**config.mk**
```make
export PLATFORM = sky130hd
export DESIGN_NAME = tinker_front_end_flat
export DESIGN_NICKNAME = d
export VERILOG_FILES = /design/src/logic/tinker_isa_pkg.sv /design/src/logic/tinker_pipe_pkg.sv /design/src/logic/issue_if.sv /design/src/logic/reg_read_if.sv /design/src/logic/tinker_front_end.sv /design/src/flat_wrapper.sv
export SDC_FILE = /design/constraint.sdc
export NUM_CORES = 1
export LEC_CHECK = 0
export BUFFER_PORTS_ARGS = -buffer_cell sky130_fd_sc_hd__buf_2
export CAP_MARGIN = 10
export CORE_AREA = 2 2 213 215
export DETAILED_ROUTE_END_ITERATION = 10
export DIE_AREA = 0 0 215 217
export SLEW_MARGIN = 30
export SYNTH_ARGS = -nofsm -noshare
export SYNTH_HDL_FRONTEND = slang
export SYNTH_SLANG_ARGS = --single-unit
```
**constraint.sdc**
```tcl
create_clock -name clk -period 5.1 [get_ports clk]
set_clock_uncertainty 0.2 [all_clocks]
set_input_delay 0.255 -clock clk [delete_from_list [all_inputs] [get_ports clk]]
set_output_delay 0.255 -clock clk [all_outputs]
set_load 0.01 [all_outputs]
```
**src/logic/tinker_isa_pkg.sv**
```systemverilog
package tinker_isa_pkg;

    parameter int XLEN       = 64;  // register and data width
    parameter int INSTR_W    = 32;  // one instruction word
    parameter int ADDR_W     = 32;  // byte address
    parameter int OPCODE_W   = 5;
    parameter int REG_ADDR_W = 5;
    parameter int LIT_W      = 12;  // L field
    parameter int REG_COUNT  = 32;

    // kept opcodes, tinker encodings
    typedef enum logic [OPCODE_W-1:0] {
        op_and    = 5'h00,
        op_or     = 5'h01,
        op_xor    = 5'h02,
        op_not    = 5'h03,  // rt ignored
        op_shftr  = 5'h04,
        op_shftri = 5'h05,
        op_shftl  = 5'h06,
        op_shftli = 5'h07,
        op_br     = 5'h08,  // pc = rd
        op_brr_rd = 5'h09,  // pc += rd
        op_brr_l  = 5'h0a,  // pc += sext(L)
        op_brnz   = 5'h0b,
        op_brgt   = 5'h0e,
        op_halt   = 5'h0f,
        op_load   = 5'h10,  // mov rd,(rs)(L)
        op_mov_rr = 5'h11,  // mov rd,rs
        op_mov_l  = 5'h12,  // mov rd,L
        op_store  = 5'h13,  // mov (rd)(L),rs
        op_add    = 5'h18,
        op_addi   = 5'h19,
        op_sub    = 5'h1a,
        op_subi   = 5'h1b,
        op_mul    = 5'h1c
    } opcode_e;

    // control carried down the pipe
    // all zero is a bubble, nothing downstream reacts to it
    typedef struct packed {
        logic reg_write;  // rd written in wb
        logic mem_read;   // load, wb takes memory data
        logic mem_write;  // store in mem
        logic is_branch;  // already resolved in decode
        logic halt;       // raises hlt at wb
    } ctrl_t;

endpackage

```
**src/logic/tinker_pipe_pkg.sv**
```systemverilog
package tinker_pipe_pkg;

    import tinker_isa_pkg::*;

    // decode -> execute, also the id/ex register
    typedef struct packed {
        opcode_e               opcode;
        logic [REG_ADDR_W-1:0] rd;
        logic [REG_ADDR_W-1:0] rs;
        logic [REG_ADDR_W-1:0] rt;
        logic [LIT_W-1:0]      lit;
        ctrl_t                 ctrl;
        logic [ADDR_W-1:0]     pc;      // of this instruction, for tracing
        logic [XLEN-1:0]       rd_val;  // file values read in decode
        logic [XLEN-1:0]       rs_val;
        logic [XLEN-1:0]       rt_val;
    } issue_t;

    typedef struct packed {
        ctrl_t                 ctrl;
        logic [XLEN-1:0]       alu_result;  // also the memory address
        logic [XLEN-1:0]       store_val;   // rs after forwarding
        logic [REG_ADDR_W-1:0] dest;
    } ex_mem_t;

    typedef struct packed {
        ctrl_t                 ctrl;
        logic [XLEN-1:0]       mem_data;
        logic [XLEN-1:0]       alu_result;
        logic [REG_ADDR_W-1:0] dest;
    } mem_wb_t;

    // operand source in ex
    typedef enum logic [1:0] {
        from_file = 2'd0,  // value read in decode
        from_mem  = 2'd1,  // ex/mem alu result
        from_wb   = 2'd2   // writeback data
    } fwd_sel_e;

endpackage

```
**src/logic/issue_if.sv**
```systemverilog
// decode to execute hand-off
// the stall level runs the other way
interface issue_if;

    import tinker_isa_pkg::*;
    import tinker_pipe_pkg::*;

    issue_t                issue;     // combinational decode output
    logic [REG_ADDR_W-1:0] src_rd;    // decode-stage source numbers
    logic [REG_ADDR_W-1:0] src_rs;
    logic [REG_ADDR_W-1:0] src_rt;
    logic [2:0]            src_used;  // {rd, rs, rt} read in ex
    logic                  stall;     // load-use, from back end

    modport front (
        output issue, src_rd, src_rs, src_rt, src_used,
        input  stall
    );

    modport back (
        input  issue, src_rd, src_rs, src_rt, src_used,
        output stall
    );

endinterface

```
**src/logic/reg_read_if.sv**
```systemverilog
interface reg_read_if;

    import tinker_isa_pkg::*;

    logic [REG_ADDR_W-1:0] rd_addr;  // driven by decode
    logic [REG_ADDR_W-1:0] rs_addr;
    logic [REG_ADDR_W-1:0] rt_addr;
    logic [XLEN-1:0]       rd_data;  // same cycle
    logic [XLEN-1:0]       rs_data;
    logic [XLEN-1:0]       rt_data;

    modport client (output rd_addr, rs_addr, rt_addr, input rd_data, rs_data, rt_data);
    modport server (input rd_addr, rs_addr, rt_addr, output rd_data, rs_data, rt_data);

endinterface

```
**src/logic/tinker_front_end.sv**
```systemverilog
module tinker_front_end #(
    parameter logic [tinker_isa_pkg::ADDR_W-1:0] RESET_PC = 32'h2000
) (
    input  logic                               clk,
    input  logic                               reset,
    issue_if.front                             iss,
    reg_read_if.client                         rf,
    output logic [tinker_isa_pkg::ADDR_W-1:0]  fetch_addr,
    input  logic [tinker_isa_pkg::INSTR_W-1:0] fetch_instr
);

    import tinker_isa_pkg::*;
    import tinker_pipe_pkg::*;

    logic [ADDR_W-1:0]     pc;
    logic [ADDR_W-1:0]     ifid_pc;
    logic [INSTR_W-1:0]    ifid_instr;
    logic                  ifid_valid;  // low = bubble
    opcode_e               opcode;
    logic [REG_ADDR_W-1:0] rd;
    logic [REG_ADDR_W-1:0] rs;
    logic [REG_ADDR_W-1:0] rt;
    logic [LIT_W-1:0]      lit;
    ctrl_t                 ctrl;
    logic [2:0]            used;        // {rd, rs, rt}
    logic                  take_branch;
    logic [ADDR_W-1:0]     target;

    assign fetch_addr = pc;

    // field split
    assign opcode = opcode_e'(ifid_instr[INSTR_W-1 -: OPCODE_W]);
    assign rd     = ifid_instr[26:22];
    assign rs     = ifid_instr[21:17];
    assign rt     = ifid_instr[16:12];
    assign lit    = ifid_instr[LIT_W-1:0];

    assign rf.rd_addr = rd;
    assign rf.rs_addr = rs;
    assign rf.rt_addr = rt;

    // control bundle and operands read later in ex
    always_comb begin
        ctrl = '0;
        used = 3'b000;
        if (ifid_valid) begin
            case (opcode)
                op_add, op_sub, op_mul, op_and, op_or, op_xor, op_shftr, op_shftl: begin
                    ctrl.reg_write = 1'b1;
                    used           = 3'b011;
                end
                op_not, op_mov_rr: begin
                    ctrl.reg_write = 1'b1;
                    used           = 3'b010;
                end
                op_addi, op_subi, op_shftri, op_shftli, op_mov_l: begin
                    ctrl.reg_write = 1'b1;  // rd is source and dest
                    used           = 3'b100;
                end
                op_load: begin
                    ctrl.reg_write = 1'b1;
                    ctrl.mem_read  = 1'b1;
                    used           = 3'b010;  // address from rs
                end
                op_store: begin
                    ctrl.mem_write = 1'b1;
                    used           = 3'b110;  // rd base, rs data
                end
                op_br, op_brr_rd, op_brr_l, op_brnz, op_brgt: ctrl.is_branch = 1'b1;
                op_halt: ctrl.halt = 1'b1;
                default: ctrl = '0;  // unknown opcode goes down inert
            endcase
        end
    end

    // branch decision on plain file data, no forwarding here
    always_comb begin
        take_branch = 1'b0;
        target      = rf.rd_data[ADDR_W-1:0];
        if (ctrl.is_branch) begin
            case (opcode)
                op_br:     take_branch = 1'b1;
                op_brr_rd: begin
                    take_branch = 1'b1;
                    target      = ifid_pc + rf.rd_data[ADDR_W-1:0];
                end
                op_brr_l:  begin
                    take_branch = 1'b1;
                    target      = ifid_pc + {{(ADDR_W-LIT_W){lit[LIT_W-1]}}, lit};
                end
                op_brnz:   take_branch = (rf.rs_data != '0);
                op_brgt:   take_branch = ($signed(rf.rs_data) > $signed(rf.rt_data));
                default:   take_branch = 1'b0;
            endcase
        end
    end

    // pc and if/id valid, both frozen by stall
    always_ff @(posedge clk or posedge reset) begin
        if (reset) begin
            pc         <= RESET_PC;
            ifid_valid <= 1'b0;
        end else if (!iss.stall) begin
            pc         <= take_branch ? target : pc + 32'd4;
            ifid_valid <= !take_branch;  // squash the slot behind a taken branch
        end
    end

    always_ff @(posedge clk) begin
        if (!iss.stall) begin
            ifid_pc    <= pc;
            ifid_instr <= fetch_instr;
        end
    end

    always_comb begin
        iss.issue.opcode = opcode;
        iss.issue.rd     = rd;
        iss.issue.rs     = rs;
        iss.issue.rt     = rt;
        iss.issue.lit    = lit;
        iss.issue.ctrl   = ctrl;
        iss.issue.pc     = ifid_pc;
        iss.issue.rd_val = rf.rd_data;
        iss.issue.rs_val = rf.rs_data;
        iss.issue.rt_val = rf.rt_data;
    end

    assign iss.src_rd   = rd;
    assign iss.src_rs   = rs;
    assign iss.src_rt   = rt;
    assign iss.src_used = used;

endmodule

```
**src/flat_wrapper.sv**
```systemverilog
// flat-port wrapper written by rule: the top's interface ports become plain ports
module tinker_front_end_flat import tinker_isa_pkg::*; import tinker_pipe_pkg::*;
#(
    parameter logic [tinker_isa_pkg::ADDR_W-1:0] RESET_PC = 32'h2000
)
  (clk, reset, fetch_addr, fetch_instr, iss_issue, iss_src_rd, iss_src_rs, iss_src_rt, iss_src_used, iss_stall, rf_rd_addr, rf_rs_addr, rf_rt_addr, rf_rd_data, rf_rs_data, rf_rt_data);
  issue_if iss_i ();
  reg_read_if rf_i ();
  input  logic clk;
  input  logic reset;
  output logic [tinker_isa_pkg::ADDR_W-1:0] fetch_addr;
  input  logic [tinker_isa_pkg::INSTR_W-1:0] fetch_instr;
  output wire logic [$bits(iss_i.issue)-1:0] iss_issue;
  output wire logic [$bits(iss_i.src_rd)-1:0] iss_src_rd;
  output wire logic [$bits(iss_i.src_rs)-1:0] iss_src_rs;
  output wire logic [$bits(iss_i.src_rt)-1:0] iss_src_rt;
  output wire logic [$bits(iss_i.src_used)-1:0] iss_src_used;
  input wire logic [$bits(iss_i.stall)-1:0] iss_stall;
  output wire logic [$bits(rf_i.rd_addr)-1:0] rf_rd_addr;
  output wire logic [$bits(rf_i.rs_addr)-1:0] rf_rs_addr;
  output wire logic [$bits(rf_i.rt_addr)-1:0] rf_rt_addr;
  input wire logic [$bits(rf_i.rd_data)-1:0] rf_rd_data;
  input wire logic [$bits(rf_i.rs_data)-1:0] rf_rs_data;
  input wire logic [$bits(rf_i.rt_data)-1:0] rf_rt_data;
  assign iss_issue = iss_i.issue;
  assign iss_src_rd = iss_i.src_rd;
  assign iss_src_rs = iss_i.src_rs;
  assign iss_src_rt = iss_i.src_rt;
  assign iss_src_used = iss_i.src_used;
  assign iss_i.stall = iss_stall;
  assign rf_rd_addr = rf_i.rd_addr;
  assign rf_rs_addr = rf_i.rs_addr;
  assign rf_rt_addr = rf_i.rt_addr;
  assign rf_i.rd_data = rf_rd_data;
  assign rf_i.rs_data = rf_rs_data;
  assign rf_i.rt_data = rf_rt_data;
  tinker_front_end #(.RESET_PC(RESET_PC)) u_core (.clk(clk), .reset(reset), .iss(iss_i), .rf(rf_i), .fetch_addr(fetch_addr), .fetch_instr(fetch_instr));
endmodule
```
==> out/qor.yml <==
run_status: "finished clean"
synth_top_family_by_area: "buffers and inverters"
path_max_fanout: 19
1st_iter_drt_viols: 468
cap_viol_max_count: 0
grt_total_ovfl: 0
cts_tree: "yes"
height_of_the_die_um: 217
dp_hpwl_um: 30100
vias_per_cell: 4.41
cts_root_buffer: "sky130_fd_sc_hd__clkbuf_16"
antenna_violations_before_repair: 1
compound_cell_area_share_of_the_yosys_netlist: 0.152
hold_path_end: "u_core.fetch_addr[20]"
wl_per_cell_um: 17.9
cellLeakagePower_nw: 5.80
groute.usage.overall: 0.150
hold_path_class: "in2reg"
clock_latency_ps: 380
placed_cell_area_um2: 11000
cellPowerDensity_nw_per_um2: 307
synth-seq-cells: 97
synth_simple_gate_area_frac: 0.141
largest_net_degree_at_the_start_of_global_routing: 69
placement_row_count: 78
cts-buffers-inserted: 9
rsz0062_at_grt: "no"
post-route-period-util: 0.910
synth_area_leaders: "sky130_fd_sc_hd__edfxtp_1 (20%), sky130_fd_sc_hd__buf_4 (18%), sky130_fd_sc_hd__ha_1 (13%)"
postSynthCellCount: 1093
synth-seq-area-share: 0.289
rr_endpoint: "u_core.fetch_addr[30]"
critPathMostFrequentCell: "sky130_fd_sc_hd__o41a_1"
crit_path_top_delay_cell: "sky130_fd_sc_hd__o41a_1"
critPathRequiredTime_ps: 5210
synth.cells.most_frequent: "sky130_fd_sc_hd__buf_4 (222), sky130_fd_sc_hd__ha_1 (96), sky130_fd_sc_hd__nand2_1 (87)"
drt_pass1_iterations: 4
fp.dieArea_um2: 46700
layout_setup_ws_ps: 459
initial_core_util: 0.213
timing_hold_violations_final: 0
async_reset_ff_frac: 0.340
htreeDepth: 3
dpl_worst_slack_ps: 321
worst-r2r-cell-count: 15
relSlewSlack: 0.527
tightestPinTransition_ps: 703
route.antenna.remaining_nets: 0
detail_route.drc_violations: 0
maxSlewViolCount: 0
rr_startpoint: "u_core.ifid_instr[31]"
timing.critical_path.arrival_ps: 4750
criticalPathCategory: "reg2reg"
synthDistinctLibCells: 61
finalSetupTns_ps: 0
postLayoutCellArea_um2: 11800
chipWidth_um: 215
grt_first_pass_wirelength_um: 52800
synth-edff-count: 64
final_nets: 1724
timing.critical_path.to_type: "flop"
gp_congestion: 0.899
synth_flop_cell: "sky130_fd_sc_hd__edfxtp_1"
synthesis.yosys.warnings: 0
finalWirelength_um: 36000
placeableCoreArea_um2: 44700
worst-r2r-setup-slack_ps: 460
clock_sink_count: 97
grt_pass1_vias: 8682
top_level_ports: 553
post_route_cells_drive_above_1_share: 0.382
clock.fmax_ghz: 0.215
hold-path-cell-count: 3
path_delay_family: "compound AO/OA/AOI/OAI gates"
max-vdd-ir-drop_uv: 162
synth_largest_type_area_fraction: 0.202
critical_path.cell_chain: "nor2b_1 > nor2b_2 > nand2_1 > buf_4 > mux2_2 > inv_1 > fa_1 > nand2b_1 > a21oi_1 > o21ai_0 > a211oi_1 > o22ai_1 > o41a_1 > o41a_1 > a31oi_1"
post_synth.cell_area_avg_um2: 8.69
flow.area_growth_from_synthesis_pct: 24.0
syn_nets: 1417
clock_transition_at_the_registers_of_the_reported_paths_ps: 80
synth_area_in_xor_xnor: 0.0479
synth-adder-area-share: 0.129
timing.final.setup_violations: 0
post-route-min-period_ps: 4640
holdWs_ps: 29.2
synthMuxAreaShare: 0.0205
vias: 8860
worst_path_largest_cell_delay_ps: 540
synth.most_common_cell: "sky130_fd_sc_hd__buf_4"
timing.critical_path.buf_inv: 2
setup.worst_path.start_class: "flop"
numPortBuffers: 488
timing.hold.worst.start: "rf_rd_data[20]"
combined_area_of_all_synthesized_cells_um2: 9500
synth.largest_area_cell: "sky130_fd_sc_hd__edfxtp_1"
longest_clk_path_bufs: 2
-- report_power, final --
part | total, mW | switching (mW) | internal [mW]
registers | 1.31 | 0.239 | 1.07
clock network | 0.754 | 0.340 | 0.414
logic | 1.55 | 0.874 | 0.678
total | 3.61 | 1.45 | 2.16
-- worst max-delay path by stage --
| stage | cells after the start | end | slack, ps | startpoint |
|---|---|---|---|---|
| after floorplan | 17 | u_core.fetch_addr[30] | 650 | u_core.ifid_instr[30] |
| after global placement | 15 | u_core.fetch_addr[30] | 480 | u_core.ifid_instr[31] |
| after detailed placement | 15 | u_core.fetch_addr[31] | 320 | u_core.ifid_instr[31] |
| after CTS | 15 | u_core.fetch_addr[31] | 280 | u_core.ifid_instr[31] |
| after global routing | 16 | u_core.fetch_addr[28] | 60 | u_core.ifid_instr[31] |
| final | 15 | u_core.fetch_addr[30] | 460 | u_core.ifid_instr[31] |
-- state kept, by name, summed over array words and instances, names as in the netlist --
register	cells
u_core.ifid_pc	32
u_core.ifid_instr	32
u_core.fetch_addr	32
u_core.ifid_valid	1
-- final cells by class --
| type | instances | area (µm²) |
|---|---|---|
| diodes | 2 | 5.00 |
| repair buffers | 545 | 2990 |
| flip-flops and latches | 97 | 2750 |
| clock buffers | 10 | 250 |
| multi-input cells | 667 | 4660 |
| fillers | 4849 | 32900 |
| clock inverters | 6 | 71.3 |
| well taps | 600 | 751 |
| inverters | 80 | 302 |
-- worst register-to-register path: cells and delay by family (launching register included) --
kind,cells,cell delay [ps]
mux,1,270
buf+inv,2,300
flops,1,510
compound gates,7,2040
fa+ha+maj,1,410
simple gates,4,860
-- stage by stage --
| stage | std cells | total power [mW] | util |
|---|---|---|---|
| floorplan | 1093 | 2.31 | - |
| global placement | 1944 | 2.83 | 0.246 |
| detailed placement | 1944 | 2.85 | 0.246 |
| CTS | 2005 | 3.67 | 0.263 |
| global route | 2005 | 3.88 | 0.263 |
| finish | 2007 | 3.61 | 0.263 |
-- logic make-up (layout without fill, tap and decap cells) --
group / Yosys count / after routing
xor+xnor: 52 / 52
other cells: 0 / 2
flops: 97 / 97
simple gates: 274 / 274
fa+ha+maj: 97 / 97
compound gates: 226 / 226
buf+inv: 329 / 641
mux: 18 / 18
-- routing by layer --
metal / GRT usage / vias up / share of wire
li1: - / 4255 / -
met1: 0.193 / 4230 / 0.45
met2: 0.249 / 340 / 0.47
met3: 0.0380 / 35 / 0.065
met4: 0.0428 / 0 / 0.018
met5: 0 / - / 0
-- placed cells by master (no fill, tap or decap), drive strengths merged, types with 25 or more instances in the layout --
cell and n:
a21o 34, o21ai 47, ha 96, edfxtp 64, dfrtp 32, nor2 63, inv 81, a21oi 65
xor2 27, xnor2 25, buf 500, nand2 87, dlygate4sd3 45
-- repair_timing --
item / 4_1_cts / 5_1_grt
hold endpoints to repair: 76 / 0
endpoints found under the setup margin: 0 / 3
resized for setup: 0 / 1
hold buffers: 45 / 0
setup buffers: 0 / 0
Power figures use the tool's default switching activity.
